===== config.mk =====
export PLATFORM = sky130hd
export DESIGN_NAME = axi2axil_rd
export DESIGN_NICKNAME = d
export VERILOG_FILES = /design/src/rtl/axil_bridge_pkg.sv /design/src/rtl/burst_req_if.sv /design/src/rtl/skid_buffer.sv /design/src/rtl/burst_addr_seq.sv /design/src/rtl/burst_tag_fifo.sv /design/src/rtl/read_return.sv /design/src/rtl/axi2axil_rd.sv
export VERILOG_INCLUDE_DIRS = /design/src /design/src/rtl
export SDC_FILE = /design/constraint.sdc
export NUM_CORES = 1
export LEC_CHECK = 0
export BUFFER_PORTS_ARGS = -buffer_cell sky130_fd_sc_hd__buf_2
export CORE_ASPECT_RATIO = 1.5
export CORE_UTILIZATION = 55
export CTS_BUF_LIST = sky130_fd_sc_hd__clkbuf_4 sky130_fd_sc_hd__clkbuf_8 sky130_fd_sc_hd__clkbuf_16
export DETAILED_ROUTE_END_ITERATION = 8
export PLACE_DENSITY = 0.78
export SKIP_LAST_GASP = 1
export SYNTH_ARGS = -nofsm -noshare
export SYNTH_HDL_FRONTEND = slang
export SYNTH_SLANG_ARGS = --single-unit

===== constraint.sdc =====
create_clock -name S_AXI_ACLK -period 4.4 [get_ports S_AXI_ACLK]
set_input_delay 0.44 -clock S_AXI_ACLK [delete_from_list [all_inputs] [get_ports S_AXI_ACLK]]
set_output_delay 0.44 -clock S_AXI_ACLK [all_outputs]
set_load 0.005 [all_outputs]

===== src/rtl/axil_bridge_consts.svh =====
// Bus widths, tag FIFO depth and AXI codes for the read bridge
// WRAP has no code of its own and is handled as INCR
// Data width is fixed at 32 bits, so ARSIZE above 2 is not supported

`ifndef AXIL_BRIDGE_CONSTS_SVH
`define AXIL_BRIDGE_CONSTS_SVH

`define AXB_ID_W        2
`define AXB_ADDR_W      12
`define AXB_DATA_W      32
`define AXB_LEN_W       8

// Four bursts outstanding
`define AXB_LG_FIFO     2

`define AXB_BURST_FIXED 2'b00
`define AXB_BURST_INCR  2'b01

`define AXB_RESP_OKAY   2'b00
`define AXB_RESP_SLVERR 2'b10

`endif


===== src/rtl/axil_bridge_pkg.sv =====
// Vector types shared by the read bridge
// Widths come from the constants header

`include "axil_bridge_consts.svh"

package axil_bridge_pkg;

	typedef logic [`AXB_ID_W-1:0]   axi_id_t;
	typedef logic [`AXB_ADDR_W-1:0] axi_addr_t;
	typedef logic [`AXB_DATA_W-1:0] axi_data_t;

	// Beat count minus one
	typedef logic [`AXB_LEN_W-1:0]  axi_len_t;

	// Log2 of bytes per beat
	typedef logic [2:0]             axi_size_t;
	typedef logic [1:0]             axi_burst_t;
	typedef logic [1:0]             axi_resp_t;

	typedef enum logic {
		SEQ_IDLE,
		SEQ_ISSUE
	} seq_state_t;

endpackage


===== src/rtl/burst_req_if.sv =====
// One accepted AXI read burst request, skid buffer to sequencer
// Transfers when valid and ready are both high; valid holds until then

`timescale 1ns/1ps

interface burst_req_if import axil_bridge_pkg::*; ();

	logic       valid;
	logic       ready;
	axi_id_t    id;
	axi_addr_t  addr;
	axi_len_t   len;
	axi_size_t  size;
	axi_burst_t burst;

	// Request producer
	modport source (
		output valid, id, addr, len, size, burst,
		input  ready
	);

	// Request consumer
	modport sink (
		input  valid, id, addr, len, size, burst,
		output ready
	);

endinterface


===== src/rtl/skid_buffer.sv =====
// Valid/ready skid buffer, pass-through path plus one holding register
// o_ready comes straight from a flop, so the upstream ready path is cut
// o_valid follows i_valid combinationally while the buffer is empty

`timescale 1ns/1ps

module skid_buffer #(
	parameter int DATA_W = 8
) (
	input  logic              S_AXI_ACLK,
	input  logic              S_AXI_ARESETN,
	// Upstream side
	input  logic              i_valid,
	output logic              o_ready,
	input  logic [DATA_W-1:0] i_data,
	// Downstream side
	output logic              o_valid,
	input  logic              i_ready,
	output logic [DATA_W-1:0] o_data
);

	logic              hold_valid;
	logic [DATA_W-1:0] hold_data;

	////////////////////
	// Holding register
	////////////////////

	// Fill when a word arrives and the output stalls
	always_ff @(posedge S_AXI_ACLK)
	begin
		if (!S_AXI_ARESETN)
			hold_valid <= 1'b0;
		else if (i_valid && o_ready && !i_ready)
			hold_valid <= 1'b1;
		else if (i_ready)
			hold_valid <= 1'b0;
	end

	// Tracks the input while empty
	always_ff @(posedge S_AXI_ACLK)
	begin
		if (o_ready)
			hold_data <= i_data;
	end

	////////////////////
	// Outputs
	////////////////////

	assign o_ready = !hold_valid;

	// Held word goes first
	assign o_valid = i_valid || hold_valid;
	assign o_data  = hold_valid ? hold_data : i_data;

endmodule


===== src/rtl/burst_addr_seq.sv =====
// Splits an AXI read burst into single AXI-Lite read addresses
// FIXED repeats the start address; INCR and WRAP step by the beat size
// A burst is accepted only when its tag fits in the tag FIFO

`timescale 1ns/1ps

`include "axil_bridge_consts.svh"

module burst_addr_seq import axil_bridge_pkg::*; (
	input  logic      S_AXI_ACLK,
	input  logic      S_AXI_ARESETN,
	burst_req_if.sink req,
	// AXI-Lite read address
	output axi_addr_t o_araddr,
	output logic      o_arvalid,
	input  logic      i_arready,
	// Tag FIFO write side
	output logic      o_tag_push,
	output axi_id_t   o_tag_id,
	output axi_len_t  o_tag_len,
	input  logic      i_tag_full
);

	seq_state_t state;
	axi_addr_t  cur_addr;
	axi_addr_t  next_addr;
	axi_addr_t  beat_step;
	axi_len_t   beats_left;
	axi_size_t  cur_size;
	axi_burst_t cur_burst;
	logic       addr_taken;
	logic       last_taken;
	logic       accept;

	assign o_arvalid  = (state == SEQ_ISSUE);
	assign o_araddr   = cur_addr;
	assign addr_taken = o_arvalid && i_arready;
	assign last_taken = addr_taken && (beats_left == '0);

	// Next burst may start on the cycle the last address goes out
	assign req.ready = ((state == SEQ_IDLE) || last_taken) && !i_tag_full;
	assign accept    = req.valid && req.ready;

	// Record ID and length for the return path
	assign o_tag_push = accept;
	assign o_tag_id   = req.id;
	assign o_tag_len  = req.len;

	////////////////////
	// Next beat address
	////////////////////

	always_comb
	begin
		beat_step = axi_addr_t'(1) << cur_size;
		if (cur_burst == `AXB_BURST_FIXED)
			next_addr = cur_addr;
		else
			next_addr = (cur_addr & ~(beat_step - 1'b1)) + beat_step;
	end

	////////////////////
	// Sequencer FSM
	////////////////////

	always_ff @(posedge S_AXI_ACLK)
	begin
		if (!S_AXI_ARESETN)
		begin
			state      <= SEQ_IDLE;
			beats_left <= '0;
		end
		else if (accept)
		begin
			state      <= SEQ_ISSUE;
			beats_left <= req.len;
		end
		else
		begin
			case (state)
			SEQ_ISSUE:
				if (last_taken)
					state <= SEQ_IDLE;
				else if (addr_taken)
					beats_left <= beats_left - 1'b1;
			default:
				state <= SEQ_IDLE;
			endcase
		end
	end

	// Burst fields, loaded on accept
	always_ff @(posedge S_AXI_ACLK)
	begin
		if (accept)
		begin
			cur_addr  <= req.addr;
			cur_size  <= req.size;
			cur_burst <= req.burst;
		end
		else if (addr_taken)
			cur_addr <= next_addr;
	end

endmodule


===== src/rtl/burst_tag_fifo.sv =====
// Synchronous FIFO of burst ID and length, 2**LG_DEPTH entries
// The oldest entry is shown on the pop outputs while not empty
// Push when full and pop when empty are ignored

`timescale 1ns/1ps

module burst_tag_fifo import axil_bridge_pkg::*; #(
	parameter int LG_DEPTH = 2
) (
	input  logic     S_AXI_ACLK,
	input  logic     S_AXI_ARESETN,
	// Write side
	input  logic     i_push,
	input  axi_id_t  i_push_id,
	input  axi_len_t i_push_len,
	output logic     o_full,
	// Read side
	input  logic     i_pop,
	output axi_id_t  o_pop_id,
	output axi_len_t o_pop_len,
	output logic     o_empty
);

	localparam int DEPTH = 1 << LG_DEPTH;

	axi_id_t           id_mem  [DEPTH];
	axi_len_t          len_mem [DEPTH];
	logic [LG_DEPTH:0] wr_ptr;
	logic [LG_DEPTH:0] rd_ptr;
	logic              do_push;
	logic              do_pop;

	assign do_push = i_push && !o_full;
	assign do_pop  = i_pop && !o_empty;

	// Extra pointer bit tells full from empty
	always_ff @(posedge S_AXI_ACLK)
	begin
		if (!S_AXI_ARESETN)
		begin
			wr_ptr <= '0;
			rd_ptr <= '0;
		end
		else
		begin
			if (do_push)
				wr_ptr <= wr_ptr + 1'b1;
			if (do_pop)
				rd_ptr <= rd_ptr + 1'b1;
		end
	end

	always_ff @(posedge S_AXI_ACLK)
	begin
		if (do_push)
		begin
			id_mem[wr_ptr[LG_DEPTH-1:0]]  <= i_push_id;
			len_mem[wr_ptr[LG_DEPTH-1:0]] <= i_push_len;
		end
	end

	assign o_empty   = (wr_ptr == rd_ptr);
	assign o_full    = (wr_ptr[LG_DEPTH] != rd_ptr[LG_DEPTH])
		&& (wr_ptr[LG_DEPTH-1:0] == rd_ptr[LG_DEPTH-1:0]);
	assign o_pop_id  = id_mem[rd_ptr[LG_DEPTH-1:0]];
	assign o_pop_len = len_mem[rd_ptr[LG_DEPTH-1:0]];

endmodule


===== src/rtl/read_return.sv =====
// Rebuilds the AXI R channel from single-beat AXI-Lite responses
// Beats are tagged in issue order with the ID from the tag FIFO
// RRESP is passed through per beat, with no merging across the burst

`timescale 1ns/1ps

module read_return import axil_bridge_pkg::*; (
	input  logic      S_AXI_ACLK,
	input  logic      S_AXI_ARESETN,
	// Single-beat responses from the R skid buffer
	input  logic      i_rvalid,
	output logic      o_rready,
	input  axi_data_t i_rdata,
	input  axi_resp_t i_rresp,
	// Tag FIFO read side
	input  logic      i_tag_empty,
	output logic      o_tag_pop,
	input  axi_id_t   i_tag_id,
	input  axi_len_t  i_tag_len,
	// AXI R channel
	output logic      o_s_rvalid,
	input  logic      i_s_rready,
	output axi_id_t   o_s_rid,
	output axi_data_t o_s_rdata,
	output axi_resp_t o_s_rresp,
	output logic      o_s_rlast
);

	logic     active;
	axi_len_t beats_left;
	axi_len_t cur_left;
	logic     cur_last;
	logic     take;

	// Output slot free, and the burst's tag known
	assign o_rready  = (!o_s_rvalid || i_s_rready) && (active || !i_tag_empty);
	assign take      = i_rvalid && o_rready;

	// First beat of a burst consumes its tag
	assign o_tag_pop = take && !active;
	assign cur_left  = active ? beats_left : i_tag_len;
	assign cur_last  = (cur_left == '0);

	////////////////////
	// Beat counter
	////////////////////

	always_ff @(posedge S_AXI_ACLK)
	begin
		if (!S_AXI_ARESETN)
		begin
			active     <= 1'b0;
			beats_left <= '0;
		end
		else if (take)
		begin
			active     <= !cur_last;
			beats_left <= cur_left - 1'b1;
		end
	end

	////////////////////
	// R outputs
	////////////////////

	always_ff @(posedge S_AXI_ACLK)
	begin
		if (!S_AXI_ARESETN)
		begin
			o_s_rvalid <= 1'b0;
			o_s_rlast  <= 1'b0;
		end
		else if (take)
		begin
			o_s_rvalid <= 1'b1;
			o_s_rlast  <= cur_last;
		end
		else if (i_s_rready)
		begin
			o_s_rvalid <= 1'b0;
			o_s_rlast  <= 1'b0;
		end
	end

	// ID changes only at the first beat of a burst
	always_ff @(posedge S_AXI_ACLK)
	begin
		if (o_tag_pop)
			o_s_rid <= i_tag_id;
		if (take)
		begin
			o_s_rdata <= i_rdata;
			o_s_rresp <= i_rresp;
		end
	end

endmodule


===== src/rtl/axi2axil_rd.sv =====
// AXI4 to AXI4-Lite read bridge, one AXI-Lite read per burst beat
// FIXED and INCR bursts; WRAP is handled as INCR
// Up to 2**AXB_LG_FIFO bursts may be outstanding
// LOCK, CACHE, PROT and QOS are not taken; ARPROT is not driven

`timescale 1ns/1ps

`include "axil_bridge_consts.svh"

module axi2axil_rd import axil_bridge_pkg::*; (
	input  logic       S_AXI_ACLK,
	input  logic       S_AXI_ARESETN,
	// AXI read address
	input  logic       i_s_arvalid,
	output logic       o_s_arready,
	input  axi_id_t    i_s_arid,
	input  axi_addr_t  i_s_araddr,
	input  axi_len_t   i_s_arlen,
	input  axi_size_t  i_s_arsize,
	input  axi_burst_t i_s_arburst,
	// AXI read data
	output logic       o_s_rvalid,
	input  logic       i_s_rready,
	output axi_id_t    o_s_rid,
	output axi_data_t  o_s_rdata,
	output axi_resp_t  o_s_rresp,
	output logic       o_s_rlast,
	// AXI-Lite read address
	output axi_addr_t  o_m_araddr,
	output logic       o_m_arvalid,
	input  logic       i_m_arready,
	// AXI-Lite read data
	input  logic       i_m_rvalid,
	output logic       o_m_rready,
	input  axi_data_t  i_m_rdata,
	input  axi_resp_t  i_m_rresp
);

	localparam int AR_W = $bits(axi_id_t) + $bits(axi_addr_t) + $bits(axi_len_t)
		+ $bits(axi_size_t) + $bits(axi_burst_t);
	localparam int R_W  = $bits(axi_data_t) + $bits(axi_resp_t);

	logic [AR_W-1:0] ar_skid_data;
	logic            r_skid_valid;
	logic            r_skid_ready;
	axi_data_t       r_skid_rdata;
	axi_resp_t       r_skid_rresp;
	logic            tag_push;
	logic            tag_full;
	logic            tag_pop;
	logic            tag_empty;
	axi_id_t         tag_push_id;
	axi_id_t         tag_pop_id;
	axi_len_t        tag_push_len;
	axi_len_t        tag_pop_len;

	burst_req_if u_req ();

	////////////////////
	// AR path
	////////////////////

	skid_buffer #(.DATA_W(AR_W)) u_ar_skid (
		.S_AXI_ACLK    (S_AXI_ACLK),
		.S_AXI_ARESETN (S_AXI_ARESETN),
		.i_valid       (i_s_arvalid),
		.o_ready       (o_s_arready),
		.i_data        ({i_s_arid, i_s_araddr, i_s_arlen, i_s_arsize, i_s_arburst}),
		.o_valid       (u_req.valid),
		.i_ready       (u_req.ready),
		.o_data        (ar_skid_data)
	);

	assign {u_req.id, u_req.addr, u_req.len, u_req.size, u_req.burst} = ar_skid_data;

	burst_addr_seq u_seq (
		.S_AXI_ACLK    (S_AXI_ACLK),
		.S_AXI_ARESETN (S_AXI_ARESETN),
		.req           (u_req),
		.o_araddr      (o_m_araddr),
		.o_arvalid     (o_m_arvalid),
		.i_arready     (i_m_arready),
		.o_tag_push    (tag_push),
		.o_tag_id      (tag_push_id),
		.o_tag_len     (tag_push_len),
		.i_tag_full    (tag_full)
	);

	burst_tag_fifo #(.LG_DEPTH(`AXB_LG_FIFO)) u_tag_fifo (
		.S_AXI_ACLK    (S_AXI_ACLK),
		.S_AXI_ARESETN (S_AXI_ARESETN),
		.i_push        (tag_push),
		.i_push_id     (tag_push_id),
		.i_push_len    (tag_push_len),
		.o_full        (tag_full),
		.i_pop         (tag_pop),
		.o_pop_id      (tag_pop_id),
		.o_pop_len     (tag_pop_len),
		.o_empty       (tag_empty)
	);

	////////////////////
	// R path
	////////////////////

	skid_buffer #(.DATA_W(R_W)) u_r_skid (
		.S_AXI_ACLK    (S_AXI_ACLK),
		.S_AXI_ARESETN (S_AXI_ARESETN),
		.i_valid       (i_m_rvalid),
		.o_ready       (o_m_rready),
		.i_data        ({i_m_rdata, i_m_rresp}),
		.o_valid       (r_skid_valid),
		.i_ready       (r_skid_ready),
		.o_data        ({r_skid_rdata, r_skid_rresp})
	);

	read_return u_return (
		.S_AXI_ACLK    (S_AXI_ACLK),
		.S_AXI_ARESETN (S_AXI_ARESETN),
		.i_rvalid      (r_skid_valid),
		.o_rready      (r_skid_ready),
		.i_rdata       (r_skid_rdata),
		.i_rresp       (r_skid_rresp),
		.i_tag_empty   (tag_empty),
		.o_tag_pop     (tag_pop),
		.i_tag_id      (tag_pop_id),
		.i_tag_len     (tag_pop_len),
		.o_s_rvalid    (o_s_rvalid),
		.i_s_rready    (i_s_rready),
		.o_s_rid       (o_s_rid),
		.o_s_rdata     (o_s_rdata),
		.o_s_rresp     (o_s_rresp),
		.o_s_rlast     (o_s_rlast)
	);

endmodule


* After elaboration in Yosys (flattened, before gate mapping) *
Memory sizes are Yosys's and may differ from the RTL's. A register that Yosys moved wholly into a read port is not among the register bits.
Index checks and enable logic that the tools add are counted.

cells by class
  $add $sub $neg = 6
  equal/unequal tests = 5
  shifts and indexed selects = 1
  muxes and demuxes = 24
  bitwise gates (word level) = 3
  reductions and logical operators = 38

operators by type and width
  cell                                                number
  two-way mux 8 bit                                   5
  two-way mux 12 bit                                  3
  two-way mux 34 bit                                  1
  two-way mux 27 bit                                  1
  zero test 8 bit                                     2
  subtractor 8 x 1 -> 8 bit, second input constant    2
  logical AND 1 bit                                   14
  adder 12 bit                                        1
  AND 12 bit                                          1
  two-way mux 1 bit                                   12
  NOT 12 bit                                          1
  left shift 1 x 3 -> 12 bit, first input constant    1
  subtractor 12 x 1 -> 12 bit, second input constant  1
  nonzero test 2 bit                                  5
  zero test 1 bit                                     9
  adder 3 x 1 -> 3 bit, second input constant         2
  logical OR 1 bit                                    5
  two-way mux 2 bit                                   2
  != test 2 x 1 -> 1 bit, second input constant       2
  == test 3 bit                                       1
  AND reduction 3 bit                                 1
  == test 2 bit                                       1
  zero test 2 bit                                     1
  AND reduction 2 bit                                 1
  2 further kinds                                     2

storage, ports and cells
  register bits after elaboration = 140
  RAM bits = 40
  bits of input ports = 67
  output and inout bits = 53
  word-level logic and storage cells = 96
  memories kept = 2

memories
  memory              depth  bits a word  rd ports  clocked after Yosys merged registers in  write ports  line                  RTL
  u_tag_fifo.len_mem  4      8            1         1                                        1            burst_tag_fifo.sv:27  axi_len_t len_mem [DEPTH];
  u_tag_fifo.id_mem   4      2            1         1                                        1            burst_tag_fifo.sv:26  axi_id_t id_mem [DEPTH];

* Logic depth before layout (Yosys ltp) *
  depth after elaboration = 9
  depth in mapped cells = 10
  mapped depth without buffers = 9

* Modules after synthesis *
Synthesis repeated with hierarchy kept, for this count alone.

second synthesis, totals
  cell total of the unflattened synthesis = 609
  area total of the unflattened synthesis = 8030.2 µm²

by module, submodules not included
  module                   times used  cells each  area each (µm²)  sequential area each (µm²)
  burst_tag_fifo           1           120         2009.4           1361.3
  burst_addr_seq           1           226         1953.1           690.7
  read_return              1           126         1838.0           1301.2
  skid_buffer (u_r_skid)   1           76          1285.0           700.7
  skid_buffer (u_ar_skid)  1           61          944.7            560.5

* Worst setup path before layout *
No wires, ideal clock.

  kind = register to register
  from = reg u_seq.cur_size[0]
  to = reg u_seq.cur_addr[11] (netlist: u_seq.o_araddr[11]) (data pin)
  library setup time = 259 ps
  arrival time = 2290 ps
  required time = 4141 ps
  slack = 1851 ps
  stages on the path, launching flop included = 10
  path buffers = 1
  clock period less this slack = 2549 ps
  cells stage by stage = edfxtp_1 -> clkbuf_1 -> inv_1 -> nor3b_1 -> ha_1 -> and3b_1 -> a311oi_1 -> o21ai_0 -> and3_1 -> a211o_1

between the ends
  longest elaborated chain between the ends = 8

RTL lines
  item                            line                   RTL
  start, declared                 burst_addr_seq.sv:29   axi_size_t cur_size;
  start signal, assigned          burst_addr_seq.sv:98   cur_size <= req.size;
  left shift 1 x 3 -> 12 bit (*)  burst_addr_seq.sv:55   beat_step = axi_addr_t'(1) << cur_size;
  subtractor 12 x 1 -> 12 bit     burst_addr_seq.sv:59   next_addr = (cur_addr & ~(beat_step - 1'b1)) + beat_step;
  NOT 12 bit                      burst_addr_seq.sv:59
  AND 12 bit                      burst_addr_seq.sv:59
  adder 12 bit (*)                burst_addr_seq.sv:59
  two-way mux 12 bit (*)          burst_addr_seq.sv:56   if (cur_burst == `AXB_BURST_FIXED)
  two-way mux 12 bit (*)          burst_addr_seq.sv:101  else if (addr_taken)
  two-way mux 12 bit (*)          burst_addr_seq.sv:95   if (accept)
  end signal, assigned            burst_addr_seq.sv:97   cur_addr <= req.addr;
  end signal, assigned            burst_addr_seq.sv:102  cur_addr <= next_addr;
  end, declared                   burst_addr_seq.sv:25   axi_addr_t cur_addr;

Mark *: on every way between the ends. The rest lies on a longest branch, timed or not. The select of a mux whose other input is x is not followed.
A chain may end at the register's enable or synchronous reset.

* Worst setup path in the final report *
  from = reg u_seq.beats_left[2]
  to = reg u_tag_fifo.wr_ptr[2]

between the ends
  longest elaborated chain between the ends = 6

RTL lines
  item                    line                  RTL
  start, declared         burst_addr_seq.sv:28  axi_len_t beats_left;
  start signal, assigned  burst_addr_seq.sv:76  beats_left <= req.len;
  start signal, assigned  burst_addr_seq.sv:85  beats_left <= beats_left - 1'b1;
  zero test 8 bit         burst_addr_seq.sv:38  assign last_taken = addr_taken && (beats_left == '0);
  logical AND 1 bit       burst_addr_seq.sv:38
  logical OR 1 bit        burst_addr_seq.sv:41  assign req.ready = ((state == SEQ_IDLE) || last_taken) && !i_tag_full;
  logical AND 1 bit       burst_addr_seq.sv:41
  logical AND 1 bit       burst_addr_seq.sv:42  assign accept = req.valid && req.ready;
  logical AND 1 bit       burst_tag_fifo.sv:33  assign do_push = i_push && !o_full;
  end signal, assigned    burst_tag_fifo.sv:47  wr_ptr <= wr_ptr + 1'b1;
  end, declared           burst_tag_fifo.sv:28  logic [LG_DEPTH:0] wr_ptr;

No other way between the ends.

==> impl_metrics.csv <==
group,metric,value,unit
final_layout,nets,711,
clock_tree,cts_tree,"done",
critical_path,crit_type,"flip-flop to flip-flop",
global_routing,grt_pass1_vias,4614,
yosys,synth_edf_count,93,
floorplanning,die_y,143,microns
floorplanning,initial_core_util,0.562,
yosys,synth_top_area_frac,0.386,
final_layout,fill_cells,947,
timing,finalSetupTns,0,ns
yosys,synthesis.area,0.00724,sq mm
detailed_routing,wl,14300,microns
power_and_ir_drop,power_leakage,3.35,nW
yosys,synthArstFlopShare,0,
critical_path,crit_required,4.68,ns
yosys,ys_types,56,
global_routing,grt_max_degree,37,
clock_tree,clkSinkCount,184,
timing,relSlewSlack,0.407,
critical_path,cp-startpoint,"u_seq.beats_left[2]",
clock_tree,clk_latency,0.42,ns
detailed_routing,drc,0,
final_layout,final_cell_count_no_fill,805,
clock_tree,holdBufCountCts,0,
floorplanning,die_area,0.0136,sq mm
critical_path,crit_buf_inv,1,
floorplanning,pin_count,120,
timing,max_freq,320,MHz
detailed_routing,vias_per_cell,5.59,
placed_design,dpl.cell_count,773,
critical_path,r2r-start,"u_seq.beats_left[2]",
detailed_routing,route.antenna.remaining_nets,0,
final_layout,drive_gt1_frac,0.376,
floorplanning,core,0.0129,sq mm
critical_path,endpoint_kind,"flip-flop",
clock_tree,post_cts_resize_count,0,
critical_path,path_max_fanout,28,
yosys,synth_commonest_cells,"edfxtp_1, dfxtp_1, mux2_2",
power_and_ir_drop,p_total,0.00521,W
flow_run,drv_cap,0,
timing,timing.final.crit_share,0.711,
critical_path,slowest_stage,"a211o_1",
yosys,yosysSeqAreaShare,0.637,
global_routing,grt_usage,0.219,
clock_tree,clockBufferDepth,2,
critical_path,max_stage_delay,0.67,ns
yosys,syn_inst,512,
timing,min_period,3.13,ns
timing,finalClockSkew,0.00854,ns
worst_hold_path,hold_class,"input port to flip-flop",
power_and_ir_drop,power_density,605,mW/mm^2
clock_tree,path_clk_slew,0.07,ns
clock_tree,htreeDepth,4,
final_layout,ff_latch_area,0.00461,sq mm
yosys,netlist_top_cells_area,"edfxtp_1, dfxtp_1, mux2_2",
critical_path,startpoint_type,"flip-flop",
floorplanning,rows,51,
yosys,yosysTopAreaCell,"edfxtp_1",
final_layout,synthToLayoutAreaGrowth,18.8,%
final_layout,multi_input_comb_area,0.00248,sq mm
critical_path,path_cells,"nor4_2 > a41oi_1 > a211o_1 > inv_2 > and2_1 > xnor2_1 > nor2_1",
placed_design,gp_congestion,0.927,
detailed_routing,drt_iter0_drc,169,
detailed_routing,dr.pass1.iters,5,
timing,final_max_slew_viol_count,0,
worst_hold_path,hold_path_startpoint,"i_s_araddr[1]",
detailed_routing,wire_per_inst,17.8,microns
timing,finalSetupViolations,0,
global_routing,grt.overflow.total,0,
clock_tree,post_cts_buffers,0,
yosys,syn_nets,590,
yosys,synth_ff_type,"edfxtp_1",
yosys,avgSynthCellArea,14.1,sq um
placed_design,port-buffer-count,119,
global_routing,antenna_found_initial,0,
timing,rsz0062_at_grt,"no",
power_and_ir_drop,peakVddDrop,0.281,mV
yosys,ys_seq_elements,184,
timing,final_hold_viol_count,0,
placed_design,dp_hpwl,10200,microns
critical_path,timing.critical_path.max_delay_family,"simple AND/OR/NAND/NOR gates",
yosys,yosysWarnings,0,
final_layout,diodes,0,
clock_tree,cts-root-buf,"clkbuf_16",
timing,holdWs,0.254,ns
critical_path,critical_path_arrival,3.40,ns
clock_tree,cts_made_buffers,17,
yosys,yosysMostFrequentCell,"edfxtp_1",
floorplanning,fp.dieW,95.7,microns
timing,tightest_slew,0.889,ns
detailed_routing,via_count,4499,
outcome,status,"finished clean",
global_routing,grt_pass1_wl,22100,microns
-- through the flow --
stage	util	cell area, sq um	setup slack (ns)
after global routing	0.667	8600	1.06
after CTS	0.667	8600	1.25
after global placement	0.619	7980	1.39
final	0.667	8600	1.27
after floorplan	-	7240	1.85
after detailed placement	0.619	7980	1.29
-- layer usage --
layer	track usage	part of all wire	up-vias
met2	0.403	0.54	170
met5	0	0	-
met3	0.0502	0.052	34
met4	0.113	0.031	0
li1	-	-	2123
met1	0.226	0.38	2172
-- worst reg2reg max path, stage by stage, from the launching register on --
cell     delay, ns
dfxtp_1       0.35
nor4_2        0.47
a41oi_1       0.27
a211o_1       0.67
inv_2         0.48
and2_1        0.51
xnor2_1       0.18
nor2_1        0.06
-- registers in the layout, indices dropped and copies added (netlist names), 2 cells and up, named ones only --
name and cells:
u_ar_skid.hold_data 27, u_r_skid.hold_data 34, u_return.o_s_rdata 32, u_tag_fifo.len_mem 32
u_tag_fifo.wr_ptr 3, u_seq.o_araddr 12, u_seq.beats_left 8, u_tag_fifo.rd_ptr 3
u_seq.cur_size 3, u_return.beats_left 8, u_tag_fifo.id_mem 8, u_seq.cur_burst 2
u_return.o_s_rresp 2, u_return.o_s_rid 2
-- kinds of logic (layout without fill, tap and decap cells) --
logic type | after synthesis | in the layout | share of synthesized area
AO/OA/AOI/OAI | 57 | 57 | 0.0539
AND/OR/NAND/NOR | 110 | 110 | 0.0786
XOR/XNOR | 25 | 25 | 0.0302
flip-flops | 184 | 184 | 0.637
buffers and inverters | 36 | 170 | 0.0206
multiplexers | 89 | 89 | 0.161
adder cells (fa/ha/maj) | 11 | 11 | 0.0190
-- layout by cell type, fill, tap and decap left out, types with 3 or more instances in the layout --
master,synthesis,routed
xnor2_1,12,12
nor2_1,44,44
buf_4,0,5
dfxtp_1,91,91
clkinv_4,0,3
clkbuf_16,0,17
o21ai_0,11,11
and3_1,4,4
mux4_1,6,6
a211oi_1,10,10
buf_2,5,119
mux2i_1,7,7
nand3b_1,5,5
inv_1,13,13
a21oi_1,12,12
and2_1,7,7
ha_1,11,11
mux2_2,69,69
mux4_2,5,5
xor2_1,13,13
a21o_1,4,4
a31oi_1,4,4
edfxtp_1,93,93
inv_8,0,3
nand2_1,17,17
nor3b_1,4,4
nor3_1,4,4
nand2b_1,3,3
nand3_1,5,5
-- report_power, final --
part	internal, W	switching, W
registers	0.00225	0.000181
logic	0.000564	0.000651
clock network	0.000880	0.000686
total	0.00369	0.00152
-- final cells by class --
type	instances	area share
Multi-Input combinational cell	292	0.288
Clock inverter	14	0.0214
Timing Repair Buffer	124	0.0736
Tap cell	159	0.0231
Inverter	14	0.00611
Clock buffer	18	0.0511
Sequential cell	184	0.537
-- path summary, 6_finish.rpt --
path | slack, ns | to | depth (start not counted)
min reg2reg | 0.47 | u_ar_skid.hold_data[1] | 1
min | 0.25 | u_ar_skid.hold_data[14] | 2
max reg2reg | 1.27 | u_tag_fifo.wr_ptr[2] | 7
max | 1.27 | u_tag_fifo.wr_ptr[2] | 7
Note: power is estimated with default switching activity, not from simulation.
